`src/design/video_cfg_pkg.sv`:
```
// Video configuration definitions
package video_cfg_pkg;

	// Host word and dimension widths
	localparam int WORD_W = 16;
	localparam int DIM_W  = 12;

	typedef logic [WORD_W-1:0] word_t;
	typedef logic [DIM_W-1:0]  dim_t;
	// Top bit is the direct-size flag
	typedef logic [DIM_W:0]    ratio_t;
	typedef logic [7:0]        cmd_t;

	// Host command codes
	localparam cmd_t CMD_TIMING    = 8'h20;
	localparam cmd_t CMD_VSET      = 8'h27;
	localparam cmd_t CMD_HSET      = 8'h37;
	localparam cmd_t CMD_CUSTOM_AR = 8'h3A;

	// 1920x1080 timing after reset
	localparam dim_t DEF_WIDTH  = 12'd1920;
	localparam dim_t DEF_HFP    = 12'd88;
	localparam dim_t DEF_HS     = 12'd48;
	localparam dim_t DEF_HBP    = 12'd148;
	localparam dim_t DEF_HEIGHT = 12'd1080;
	localparam dim_t DEF_VFP    = 12'd4;
	localparam dim_t DEF_VS     = 12'd5;
	localparam dim_t DEF_VBP    = 12'd36;

	localparam int TIMING_WORDS = 8;

endpackage
```
`src/design/video_cfg_top.sv`:
```
// Video configuration top level
module video_cfg_top
	import video_cfg_pkg::*;
#(
	parameter int OP_W = 12
) (
	input  logic   clk_sys,
	input  logic   resetd,
	input  logic   i_sel,
	input  logic   i_req,
	input  word_t  i_data,
	input  ratio_t i_core_arx,
	input  ratio_t i_core_ary,
	output logic   o_ack,
	output dim_t   o_h_total,
	output dim_t   o_v_total,
	output dim_t   o_hmin,
	output dim_t   o_hmax,
	output dim_t   o_vmin,
	output dim_t   o_vmax
);

	logic   sel, strobe;
	word_t  word;
	dim_t   width, height, hset, vset;
	logic   freescale;
	ratio_t arc1x, arc1y, arc2x, arc2y;
	dim_t   arx, ary, out_width, out_height;
	logic   direct;
	logic   md_start, md_busy;
	dim_t   md_mul1, md_mul2, md_div, md_result;

	////////////////////////////////////////
	// Host side
	////////////////////////////////////////
	host_link host_link_inst (
		.clk_sys  (clk_sys),
		.resetd   (resetd),
		.i_sel    (i_sel),
		.i_req    (i_req),
		.i_data   (i_data),
		.o_ack    (o_ack),
		.o_sel    (sel),
		.o_strobe (strobe),
		.o_word   (word)
	);

	cmd_decoder cmd_decoder_inst (
		.clk_sys     (clk_sys),
		.resetd      (resetd),
		.i_sel       (sel),
		.i_strobe    (strobe),
		.i_word      (word),
		.o_width     (width),
		.o_height    (height),
		.o_hset      (hset),
		.o_vset      (vset),
		.o_freescale (freescale),
		.o_arc1x     (arc1x),
		.o_arc1y     (arc1y),
		.o_arc2x     (arc2x),
		.o_arc2y     (arc2y),
		.o_h_total   (o_h_total),
		.o_v_total   (o_v_total)
	);

	////////////////////////////////////////
	// Window calculation
	////////////////////////////////////////
	aspect_select aspect_select_inst (
		.clk_sys      (clk_sys),
		.resetd       (resetd),
		.i_core_arx   (i_core_arx),
		.i_core_ary   (i_core_ary),
		.i_arc1x      (arc1x),
		.i_arc1y      (arc1y),
		.i_arc2x      (arc2x),
		.i_arc2y      (arc2y),
		.i_width      (width),
		.i_height     (height),
		.i_hset       (hset),
		.i_vset       (vset),
		.o_arx        (arx),
		.o_ary        (ary),
		.o_direct     (direct),
		.o_out_width  (out_width),
		.o_out_height (out_height)
	);

	window_fsm window_fsm_inst (
		.clk_sys      (clk_sys),
		.resetd       (resetd),
		.i_width      (width),
		.i_height     (height),
		.i_out_width  (out_width),
		.i_out_height (out_height),
		.i_arx        (arx),
		.i_ary        (ary),
		.i_direct     (direct),
		.i_freescale  (freescale),
		.i_md_busy    (md_busy),
		.i_md_result  (md_result),
		.o_md_start   (md_start),
		.o_md_mul1    (md_mul1),
		.o_md_mul2    (md_mul2),
		.o_md_div     (md_div),
		.o_hmin       (o_hmin),
		.o_hmax       (o_hmax),
		.o_vmin       (o_vmin),
		.o_vmax       (o_vmax)
	);

	muldiv_seq #(
		.OP_W (OP_W)
	) muldiv_seq_inst (
		.clk_sys  (clk_sys),
		.resetd   (resetd),
		.i_start  (md_start),
		.i_mul1   (md_mul1),
		.i_mul2   (md_mul2),
		.i_div    (md_div),
		.o_busy   (md_busy),
		.o_result (md_result)
	);

endmodule

```
`src/design/window_fsm.sv`:
```
// Display window state machine
module window_fsm
	import video_cfg_pkg::*;
(
	input  logic clk_sys,
	input  logic resetd,
	input  dim_t i_width,
	input  dim_t i_height,
	input  dim_t i_out_width,
	input  dim_t i_out_height,
	input  dim_t i_arx,
	input  dim_t i_ary,
	input  logic i_direct,
	input  logic i_freescale,
	input  logic i_md_busy,
	input  dim_t i_md_result,
	output logic o_md_start,
	output dim_t o_md_mul1,
	output dim_t o_md_mul2,
	output dim_t o_md_div,
	output dim_t o_hmin,
	output dim_t o_hmax,
	output dim_t o_vmin,
	output dim_t o_vmax
);

	typedef enum logic [2:0] {
		S_DECIDE, S_WREQ, S_WWAIT, S_HREQ, S_HWAIT, S_LIMIT, S_PLACE
	} state_t;

	state_t state;
	dim_t   wcalc, hcalc;
	dim_t   videow, videoh;

	always_ff @(posedge clk_sys) begin
		if (resetd) begin
			state      <= S_DECIDE;
			o_md_start <= 1'b0;
			o_hmin     <= '0;
			o_hmax     <= '0;
			o_vmin     <= '0;
			o_vmax     <= '0;
		end else begin
			o_md_start <= 1'b0;
			case (state)
				S_DECIDE: begin
					if (i_freescale || i_arx == '0 || i_ary == '0) begin
						wcalc <= i_out_width;
						hcalc <= i_out_height;
						state <= S_LIMIT;
					end else if (i_direct) begin
						// Ratio terms are the size itself
						wcalc <= i_arx;
						hcalc <= i_ary;
						state <= S_LIMIT;
					end else begin
						state <= S_WREQ;
					end
				end
				// Width from height * x / y
				S_WREQ: begin
					o_md_mul1  <= i_out_height;
					o_md_mul2  <= i_arx;
					o_md_div   <= i_ary;
					o_md_start <= 1'b1;
					state      <= S_WWAIT;
				end
				S_WWAIT: begin
					if (!o_md_start && !i_md_busy) begin
						wcalc <= i_md_result;
						state <= S_HREQ;
					end
				end
				// Height from width * y / x
				S_HREQ: begin
					o_md_mul1  <= i_out_width;
					o_md_mul2  <= i_ary;
					o_md_div   <= i_arx;
					o_md_start <= 1'b1;
					state      <= S_HWAIT;
				end
				S_HWAIT: begin
					if (!o_md_start && !i_md_busy) begin
						hcalc <= i_md_result;
						state <= S_LIMIT;
					end
				end
				S_LIMIT: begin
					videow <= (wcalc > i_out_width) ? i_out_width : wcalc;
					videoh <= (hcalc > i_out_height) ? i_out_height : hcalc;
					state  <= S_PLACE;
				end
				// Centre within the programmed frame
				S_PLACE: begin
					o_hmin <= (i_width - videow) >> 1;
					o_hmax <= ((i_width - videow) >> 1) + videow - 1'd1;
					o_vmin <= (i_height - videoh) >> 1;
					o_vmax <= ((i_height - videoh) >> 1) + videoh - 1'd1;
					state  <= S_DECIDE;
				end
				default: state <= S_DECIDE;
			endcase
		end
	end

endmodule

```
`src/design/muldiv_seq.sv`:
```
// Sequential multiply then divide
module muldiv_seq #(
	parameter int OP_W = 12
) (
	input  logic            clk_sys,
	input  logic            resetd,
	input  logic            i_start,
	input  logic [OP_W-1:0] i_mul1,
	input  logic [OP_W-1:0] i_mul2,
	input  logic [OP_W-1:0] i_div,
	output logic            o_busy,
	output logic [OP_W-1:0] o_result
);

	localparam int PROD_W = 2 * OP_W;
	localparam int CNT_W  = $clog2(PROD_W + 1);

	logic [PROD_W-1:0] quo;
	logic [OP_W:0]     rem;
	logic [OP_W-1:0]   div_r;
	logic [CNT_W-1:0]  cnt;
	logic [OP_W:0]     rem_shift;
	logic              q_bit;

	// Restoring step on the next dividend bit
	assign rem_shift = {rem[OP_W-1:0], quo[PROD_W-1]};
	assign q_bit     = (rem_shift >= {1'b0, div_r});

	always_ff @(posedge clk_sys) begin
		if (resetd) begin
			o_busy <= 1'b0;
			cnt    <= '0;
		end else if (i_start) begin
			o_busy <= 1'b1;
			cnt    <= CNT_W'(PROD_W);
		end else if (o_busy) begin
			cnt <= cnt - 1'd1;
			if (cnt == 1)
				o_busy <= 1'b0;
		end
	end

	// Product seeds the quotient shift register
	always_ff @(posedge clk_sys) begin
		if (i_start) begin
			quo   <= i_mul1 * i_mul2;
			rem   <= '0;
			div_r <= i_div;
		end else if (o_busy) begin
			rem <= q_bit ? rem_shift - {1'b0, div_r} : rem_shift;
			quo <= {quo[PROD_W-2:0], q_bit};
		end
	end

	// Saturate when the quotient overflows OP_W bits
	assign o_result = (|quo[PROD_W-1:OP_W]) ? '1 : quo[OP_W-1:0];

endmodule

```
`src/design/aspect_select.sv`:
```
// Aspect ratio source and output size
module aspect_select
	import video_cfg_pkg::*;
(
	input  logic   clk_sys,
	input  logic   resetd,
	input  ratio_t i_core_arx,
	input  ratio_t i_core_ary,
	input  ratio_t i_arc1x,
	input  ratio_t i_arc1y,
	input  ratio_t i_arc2x,
	input  ratio_t i_arc2y,
	input  dim_t   i_width,
	input  dim_t   i_height,
	input  dim_t   i_hset,
	input  dim_t   i_vset,
	output dim_t   o_arx,
	output dim_t   o_ary,
	output logic   o_direct,
	output dim_t   o_out_width,
	output dim_t   o_out_height
);

	ratio_t sel_x, sel_y;

	// Zero y from the core picks a custom ratio by index in x
	always_comb begin
		if (i_core_ary != '0) begin
			sel_x = i_core_arx;
			sel_y = i_core_ary;
		end else if (i_core_arx == 13'd1) begin
			sel_x = i_arc1x;
			sel_y = i_arc1y;
		end else if (i_core_arx == 13'd2) begin
			sel_x = i_arc2x;
			sel_y = i_arc2y;
		end else begin
			sel_x = '0;
			sel_y = '0;
		end
	end

	always_ff @(posedge clk_sys) begin
		if (resetd) begin
			o_arx        <= '0;
			o_ary        <= '0;
			o_direct     <= 1'b0;
			o_out_width  <= '0;
			o_out_height <= '0;
		end else begin
			o_arx        <= sel_x[11:0];
			o_ary        <= sel_y[11:0];
			o_direct     <= sel_x[12] | sel_y[12];
			// Limit only applies when set and smaller
			o_out_width  <= (i_hset != '0 && i_hset < i_width) ? i_hset : i_width;
			o_out_height <= (i_vset != '0 && i_vset < i_height) ? i_vset : i_height;
		end
	end

endmodule

```
`src/design/cmd_decoder.sv`:
```
// Host command decoder
module cmd_decoder
	import video_cfg_pkg::*;
(
	input  logic   clk_sys,
	input  logic   resetd,
	input  logic   i_sel,
	input  logic   i_strobe,
	input  word_t  i_word,
	output dim_t   o_width,
	output dim_t   o_height,
	output dim_t   o_hset,
	output dim_t   o_vset,
	output logic   o_freescale,
	output ratio_t o_arc1x,
	output ratio_t o_arc1y,
	output ratio_t o_arc2x,
	output ratio_t o_arc2y,
	output dim_t   o_h_total,
	output dim_t   o_v_total
);

	logic       has_cmd;
	cmd_t       cmd;
	logic [3:0] cnt;
	dim_t       hfp, hs, hbp;
	dim_t       vfp, vs, vbp;

	////////////////////////////////////////
	// Frame tracking and register file
	////////////////////////////////////////
	always_ff @(posedge clk_sys) begin
		if (resetd) begin
			has_cmd     <= 1'b0;
			cmd         <= '0;
			cnt         <= '0;
			o_width     <= DEF_WIDTH;
			hfp         <= DEF_HFP;
			hs          <= DEF_HS;
			hbp         <= DEF_HBP;
			o_height    <= DEF_HEIGHT;
			vfp         <= DEF_VFP;
			vs          <= DEF_VS;
			vbp         <= DEF_VBP;
			o_hset      <= '0;
			o_vset      <= '0;
			o_freescale <= 1'b0;
			o_arc1x     <= '0;
			o_arc1y     <= '0;
			o_arc2x     <= '0;
			o_arc2y     <= '0;
		end else if (!i_sel) begin
			has_cmd <= 1'b0;
			cmd     <= '0;
			cnt     <= '0;
		end else if (i_strobe) begin
			if (!has_cmd) begin
				// First word of the frame is the command
				has_cmd <= 1'b1;
				cmd     <= i_word[7:0];
				cnt     <= '0;
			end else begin
				// Counter sticks at the top, trailing words fall through
				if (cnt != 4'hf)
					cnt <= cnt + 1'd1;
				case (cmd)
					CMD_TIMING: begin
						if (cnt < TIMING_WORDS) begin
							case (cnt[2:0])
								3'd0: o_width  <= i_word[11:0];
								3'd1: hfp      <= i_word[11:0];
								3'd2: hs       <= i_word[11:0];
								3'd3: hbp      <= i_word[11:0];
								3'd4: o_height <= i_word[11:0];
								3'd5: vfp      <= i_word[11:0];
								3'd6: vs       <= i_word[11:0];
								3'd7: vbp      <= i_word[11:0];
							endcase
						end
					end
					CMD_VSET: begin
						if (cnt == 0)
							o_vset <= i_word[11:0];
					end
					CMD_HSET: begin
						if (cnt == 0) begin
							o_hset      <= i_word[11:0];
							o_freescale <= i_word[15];
						end
					end
					CMD_CUSTOM_AR: begin
						case (cnt)
							4'd0: o_arc1x <= i_word[12:0];
							4'd1: o_arc1y <= i_word[12:0];
							4'd2: o_arc2x <= i_word[12:0];
							4'd3: o_arc2y <= i_word[12:0];
							default: ;
						endcase
					end
					default: ;
				endcase
			end
		end
	end

	// Line and frame totals
	always_ff @(posedge clk_sys) begin
		o_h_total <= o_width + hfp + hs + hbp;
		o_v_total <= o_height + vfp + vs + vbp;
	end

endmodule

```
`src/design/host_link.sv`:
```
// Host req/ack link
module host_link
	import video_cfg_pkg::*;
(
	input  logic  clk_sys,
	input  logic  resetd,
	input  logic  i_sel,
	input  logic  i_req,
	input  word_t i_data,
	output logic  o_ack,
	output logic  o_sel,
	output logic  o_strobe,
	output word_t o_word
);

	logic  req_s1, req_s2;
	logic  sel_s1, sel_s2;
	logic  ack_q;
	word_t data_s1, data_s2;

	// Two stages into clk_sys, then the acknowledge stage
	always_ff @(posedge clk_sys) begin
		if (resetd) begin
			req_s1 <= 1'b0;
			req_s2 <= 1'b0;
			sel_s1 <= 1'b0;
			sel_s2 <= 1'b0;
			ack_q  <= 1'b0;
		end else begin
			req_s1 <= i_req;
			req_s2 <= req_s1;
			sel_s1 <= i_sel;
			sel_s2 <= sel_s1;
			ack_q  <= req_s2;
		end
	end

	// Word travels alongside req, stable while req is high
	always_ff @(posedge clk_sys) begin
		data_s1 <= i_data;
		data_s2 <= data_s1;
	end

	// One strobe per rising req
	assign o_strobe = req_s2 & ~ack_q;
	assign o_word   = data_s2;
	assign o_sel    = sel_s2;
	assign o_ack    = ack_q;

endmodule

```
`config.mk`:
```
export PLATFORM = sky130hd
export DESIGN_NAME = video_cfg_top
export DESIGN_NICKNAME = d
export VERILOG_FILES = /design/src/design/video_cfg_pkg.sv /design/src/design/video_cfg_top.sv /design/src/design/window_fsm.sv /design/src/design/muldiv_seq.sv /design/src/design/aspect_select.sv /design/src/design/cmd_decoder.sv /design/src/design/host_link.sv
export SDC_FILE = /design/constraint.sdc
export NUM_CORES = 1
export LEC_CHECK = 0
export ABC_AREA = 0
export BUFFER_PORTS_ARGS = -buffer_cell sky130_fd_sc_hd__clkbuf_2
export CAP_MARGIN = 20
export CELL_PAD_IN_SITES_DETAIL_PLACEMENT = 0
export CELL_PAD_IN_SITES_GLOBAL_PLACEMENT = 1
export CORE_ASPECT_RATIO = 1.25
export CORE_MARGIN = 3
export CORE_UTILIZATION = 51
export CTS_BUF_LIST = sky130_fd_sc_hd__clkbuf_4 sky130_fd_sc_hd__clkbuf_8
export CTS_CLUSTER_SIZE = 12
export DETAILED_ROUTE_END_ITERATION = 10
export GPL_TIMING_DRIVEN = 1
export HOLD_SLACK_MARGIN = 0.15
export PLACE_DENSITY_LB_ADDON = 0.1
export SYNTH_ARGS = -nofsm -noshare
export SYNTH_HDL_FRONTEND = slang
export SYNTH_SLANG_ARGS = --single-unit
```
`constraint.sdc`:
```
create_clock -name clk_sys -period 7.15 [get_ports clk_sys]
set_input_delay 0 -clock clk_sys [delete_from_list [all_inputs] [get_ports clk_sys]]
set_output_delay 0 -clock clk_sys [all_outputs]
set_load 0.02 [all_outputs]
```
## Word-level counts from Yosys, hierarchy flattened

Index checks and enable logic that the tools add are counted.

| storage, ports and cells | value |
|---|---|
| input bits | 46 |
| word-level logic and storage cells | 188 |
| output and inout port bits | 73 |
| register bits after elaboration | 484 |

| cells by class | value |
|---|---|
| bitwise logic cells | 6 |
| add/sub/neg operators | 15 |
| muxes and demuxes | 37 |
| eq/ne operators | 28 |
| multiply operators | 1 |
| order comparisons | 6 |
| reduce and logical (&&, ||, !) cells | 44 |

Operators by type and width:

| operator | number |
|---|---|
| two-way mux 12 bit | 11 |
| one-hot mux 12 bit (2 select lines) | 5 |
| two-way mux 13 bit | 6 |
| adder 12 bit | 6 |
| two-way mux 24 bit | 2 |
| AND reduction 6 bit | 8 |
| subtractor 12 bit | 3 |
| == test 8 x 6 -> 1 bit, second input constant | 4 |
| AND reduction 5 bit | 6 |
| adder 11 x 12 -> 12 bit | 2 |
| greater-than comparator 12 bit | 2 |
| zero test 12 bit | 2 |
| < comparator 12 bit | 2 |
| multiplier 12 x 12 -> 24 bit | 1 |
| nonzero test 12 bit | 2 |
| subtractor 12 x 1 -> 12 bit, second input constant | 2 |
| == test 3 bit, second input constant | 7 |
| one-hot mux 3 bit (6 select lines) | 1 |
| == test 13 x 1 -> 1 bit, second input constant | 1 |
| == test 13 x 2 -> 1 bit, second input constant | 1 |
| greater-or-equal comparator 13 x 12 -> 1 bit | 1 |
| nonzero test 13 bit | 1 |
| == test 3 x 2 -> 1 bit, second input constant | 4 |
| two-way mux 3 bit | 4 |
| 27 further kinds | 53 |

## Depth between registers and ports, before layout

| logic depth | value |
|---|---|
| depth after elaboration | 5 |
| gate-level depth with buffers | 21 |
| mapped depth without buffers | 19 |

## By module

Synthesis repeated with hierarchy kept, for this count alone.

| second synthesis, totals | value |
|---|---|
| cell total of the unflattened synthesis | 3039 |
| area, all modules | 29285.6 um2 |

By module, submodules not included:

| module | area each (um2) | times used | seq. area each (um2) | cells an instance |
|---|---|---|---|---|
| cmd_decoder | 9530.4 | 1 | 4204.0 | 973 |
| window_fsm | 8484.4 | 1 | 3523.4 | 878 |
| muldiv_seq | 7593.5 | 1 | 1441.4 | 826 |
| aspect_select | 2899.0 | 1 | 980.9 | 319 |
| host_link | 778.2 | 1 | 740.7 | 43 |

## Least setup slack after synthesis

OpenSTA, ideal clock, no wires.

| timing path | value |
|---|---|
| kind | register -> register |
| start point | reg window_fsm_inst.o_md_mul1[5] |
| end point | reg muldiv_seq_inst.quo[19] (data pin) |
| buffers on the path | 1 |
| data arrival time | 4.981 ns |
| clock period less this slack | 5.241 ns |
| cell stages (with the launch flop) | 18 |
| path slack | 1.909 ns |
| setup time | 0.260 ns |
| required time | 6.890 ns |
| cells stage by stage | edfxtp_1 > clkbuf_1 > and2_1 > fa_1 > fa_1 > fa_1 > fa_1 > inv_1 > fa_1 > inv_1 > ha_1 > and4_1 > and2_1 > o21ai_0 > o211a_1 > or2_2 > xnor2_1 > mux2_2 |

| on the way | value |
|---|---|
| word-level cells in the longest chain between the ends | 2 |

Ends and longest elaborated chain:

| item | RTL line | text |
|---|---|---|
| from (decl) | window_fsm.sv:18 | `output dim_t o_md_mul1,` |
| from (signal assigned) | window_fsm.sv:62 | `o_md_mul1 <= i_out_height;` |
| from (signal assigned) | window_fsm.sv:76 | `o_md_mul1 <= i_out_width;` |
| multiplier 12 x 12 -> 24 bit | muldiv_seq.sv:46 | `quo <= i_mul1 * i_mul2;` |
| two-way mux 24 bit | muldiv_seq.sv:45 | `if (i_start) begin` |
| to (signal assigned) | muldiv_seq.sv:46 |  |
| to (signal assigned) | muldiv_seq.sv:51 | `quo <= {quo[PROD_W-2:0], q_bit};` |
| to (decl) | muldiv_seq.sv:18 | `logic [PROD_W-1:0] quo;` |

No other way between the ends.
A chain may end at the register's enable or synchronous reset.

## Worst setup path after layout

Same ends and word-level chain as after synthesis.

==> impl_metrics.sql <==
INSERT INTO impl_metrics (metric_group, metric, value, unit) VALUES
('routing', 'drcViolationCount', '0', ''),
('global_routing', 'grt_pass1_vias', '21900', ''),
('yosys', 'syn_avg_cell_area', '9.62', 'sq um'),
('yosys', 'synth_flop_cell', 'dfxtp_1', ''),
('worst_setup_path', 'worst_path_most_repeated_cell', 'fa_1', ''),
('finish', 'finalNetCount', '3501', ''),
('sta', 'final.setup.tns', '0', 'ns'),
('yosys', 'synth_cell_types', '87', ''),
('yosys', 'synth_cells', '2940', ''),
('global_routing', 'grt_antenna_before_repair', '2', ''),
('sta', 'worst_slack', '1.32', 'ns'),
('die', 'floorplan.initialDensity', '52.1', '%'),
('sta', 'worst_margin_pin_slew', '1.07', 'ns'),
('routing', 'antenna_violating_nets_post_route', '0', ''),
('finish', 'area.growth.synth_to_final', '13.0', '%'),
('yosys', 'netlist_area', '28300', 'sq um'),
('cts', 'cts_inserted_buffers', '78', ''),
('routing', 'drt_pass1_iterations', '6', ''),
('sta', 'timing.clock.skew', '0.0287', 'ns'),
('cts', 'clkLatencyLatePin', '0.67', 'ns'),
('global_routing', 'grt_usage', '25.6', '%'),
('cts', 'post_cts.repair.setup_buffers', '0', ''),
('finish', 'post_route_cells_drive_above_1_share', '11.8', '%'),
('sta', 'timing.final.setup_violations', '0', ''),
('power_and_ir_drop', 'power_density', '260', 'nW/um^2'),
('placed_design', 'port-buffer-count', '114', ''),
('yosys', 'ys_warn_count', '0', ''),
('die', 'ioPinCount', '119', ''),
('status', 'run_status', 'completed', ''),
('global_routing', 'grt_first_pass_wirelength', '119000', 'microns'),
('worst_setup_path', 'r2r_cells', '17', ''),
('placed_design', 'hpwl', '53100', 'microns'),
('finish', 'layout.cells.most_common', 'dfxtp_1', ''),
('yosys', 'ys_seq_area_share', '38.2', '%'),
('die', 'die_height', '269', 'microns'),
('cts', 'cts_sinks', '480', ''),
('routing', 'routed_wirelength', '74500', 'microns'),
('min_path', 'worstHoldPathType', 'input pin to register', ''),
('worst_setup_path', 'timing.critical_path.slowest_cell_delay', '0.68', 'ns'),
('min_path', 'hold-path-endpoint', 'aspect_select_inst.o_arx[4]', ''),
('die', 'dieArea', '58400', 'sq um'),
('worst_setup_path', 'critical_path_fanout_max', '12', ''),
('global_routing', 'grt_start_max_net_pins', '104', ''),
('sta', 'final_layout_worst_hold_slack', '0.239', 'ns'),
('sta', 'grt_setup_unrepaired', 'no', ''),
('routing', 'drt-wirelength-per-cell', '19.2', 'microns'),
('power_and_ir_drop', 'vdd_drop_max', '0.000208', 'V'),
('finish', 'stdcell_count', '3880', ''),
('cts', 'clock-root-buffer', 'clkbuf_8', ''),
('routing', 'detail_route.vias_per_cell', '5.48', ''),
('worst_setup_path', 'critical_path.endpoint_type', 'register', ''),
('sta', 'period_share', '81.6', '%'),
('routing', 'initialDrtViolationCount', '1133', ''),
('routing', 'vias', '21300', ''),
('worst_setup_path', 'cp_cell_sequence', 'nand2_1, fa_1, fa_1, fa_1, inv_1, fa_1, inv_1, fa_1, inv_1, ha_1, o21ai_0, a21oi_1, nand3_1, o211a_1, or2_2, xnor2_1, mux2_2', ''),
('finish', 'leading_cell_types_in_the_layout_fill_and_taps_excluded', '359 x dfxtp_1, 332 x nand2_1, 291 x inv_1', ''),
('worst_setup_path', 'crit_slowest_cell', 'edfxtp_1', ''),
('yosys', 'async_reset_ff_share', '0', '%'),
('sta', 'slew-limit-headroom', '28.8', '%'),
('sta', 'max_freq', '171', 'MHz'),
('cts', 'cts.repair.resized', '0', ''),
('worst_setup_path', 'rr_startpoint', 'window_fsm_inst.o_md_mul1[5]', ''),
('worst_setup_path', 'worstSetupPathType', 'register to register', ''),
('yosys', 'synth_seq_cells', '480', ''),
('placed_design', 'placedCellCount', '3641', ''),
('power_and_ir_drop', 'leakagePower', '13.7', 'nW'),
('worst_setup_path', 'required', '7.57', 'ns'),
('cts', 'cts_max_path_buffers', '3', ''),
('global_routing', 'grt_overflow', '0', ''),
('cts', 'clkTransAtPathRegs', '0.06', 'ns'),
('worst_setup_path', 'reg2reg_to', 'muldiv_seq_inst.quo[19]', '');
cell families (layout without fill, tap and decap cells):
kind of cell | count (synthesis) | after routing | synth area share, %
simple gates | 881 | 881 | 14.4
flops | 480 | 480 | 38.2
compound gates | 452 | 452 | 10.1
buf+inv | 449 | 659 | 6.33
fa+ha+maj | 362 | 362 | 20.0
mux | 227 | 227 | 8.31
xor+xnor | 88 | 88 | 2.72
other cells | 1 | 4 | 0.0133
metal layers:
layer	part of all wire (%)	track usage [%]	routed length [microns]
met1	41	30.9	30600
met2	51	45.1	38000
met3	3.8	3.27	2860
met4	4.1	11.9	3080
met5	0	0	0
worst max-delay path: cells and delay by family, from the launching register on:
family,cells,cell delay (ns)
adder cells (fa/ha/maj),6,2.97
XOR/XNOR,1,0.12
AND/OR/NAND/NOR,3,0.60
buffers and inverters,3,0.17
multiplexers,1,0.26
flip-flops,1,0.68
AO/OA/AOI/OAI,3,0.78
how the worst max path moves through the flow:
| stage | from | endpoint | slack [ns] | cells past startpoint |
|---|---|---|---|---|
| after global placement | window_fsm_inst.o_md_mul1[5] | muldiv_seq_inst.quo[19] | 1.39 | 17 |
| after detailed placement | window_fsm_inst.o_md_mul1[5] | muldiv_seq_inst.quo[19] | 1.33 | 17 |
| final | window_fsm_inst.o_md_mul1[5] | muldiv_seq_inst.quo[19] | 1.32 | 17 |
| after global routing | window_fsm_inst.o_md_mul1[2] | muldiv_seq_inst.quo[21] | 1.13 | 19 |
| after floorplan | window_fsm_inst.o_md_mul1[5] | muldiv_seq_inst.quo[19] | 1.91 | 17 |
| after CTS | window_fsm_inst.o_md_mul1[5] | muldiv_seq_inst.quo[19] | 1.34 | 17 |
per-stage QoR:
step	power (mW)	instance area [sq um]	util, %
final	8.31	32000	58.9
after global routing	8.84	32000	58.9
after CTS	8.38	32000	58.8
after detailed placement	5.70	29300	53.9
after global placement	5.65	29300	53.9
after floorplan	5.04	28300	-
registers in the layout, summed over array words and instances, names as in the netlist, 13 cells and up:
register and flops:
cmd_decoder_inst.o_arc1x 13, cmd_decoder_inst.o_arc1y 13, cmd_decoder_inst.o_arc2x 13, cmd_decoder_inst.o_arc2y 13
host_link_inst.data_s1 14, host_link_inst.o_word 14, muldiv_seq_inst.quo 24
final cells by class:
cell class | count | area (sq um) | share of cell area [%]
flip-flops and latches | 480 | 10800 | 33.8
clock inverters | 22 | 288 | 0.900
well taps | 727 | 910 | 2.84
clock buffers | 115 | 1430 | 4.48
inverters | 293 | 1100 | 3.44
multi-input cells | 2012 | 15700 | 49.2
diodes | 2 | 5.00 | 0.0157
repair buffers | 229 | 1690 | 5.27
power by group:
part           internal, mW  switching, mW
registers              2.95          0.162
clock network          1.48           1.13
logic                  1.08           1.51
total                  5.51           2.80
cells in the mapped netlist, types with 5 or more instances:
cell type | number | area [sq um]
a2111oi_0 | 5 | 43.8
a211oi_1 | 26 | 195
a21o_1 | 36 | 270
a21oi_1 | 183 | 916
a22o_1 | 12 | 105
a22oi_1 | 10 | 75.1
a311oi_1 | 11 | 96.3
a31oi_1 | 20 | 125
and2_1 | 72 | 450
buf_2 | 22 | 110
buf_4 | 11 | 82.6
buf_6 | 5 | 56.3
clkbuf_1 | 114 | 428
dfxtp_1 | 360 | 7210
edfxtp_1 | 120 | 3600
fa_1 | 149 | 2980
ha_1 | 212 | 2650
inv_1 | 292 | 1100
mux2_2 | 64 | 721
mux2i_1 | 163 | 1630
nand2_1 | 332 | 1250
nand2b_1 | 13 | 81.3
nand3_1 | 52 | 260
nand3b_1 | 6 | 45.0
nand4_1 | 13 | 81.3
nor2_1 | 247 | 927
nor2b_1 | 21 | 131
nor3_1 | 51 | 255
nor3b_1 | 5 | 37.5
nor4_1 | 23 | 144
o211ai_1 | 13 | 97.6
o21a_1 | 8 | 60.1
o21ai_0 | 71 | 355
o31ai_1 | 12 | 90.1
or2_2 | 6 | 37.5
or3_1 | 7 | 43.8
xnor2_1 | 65 | 569
xor2_1 | 23 | 201
(Power assumes the default switching activity.)
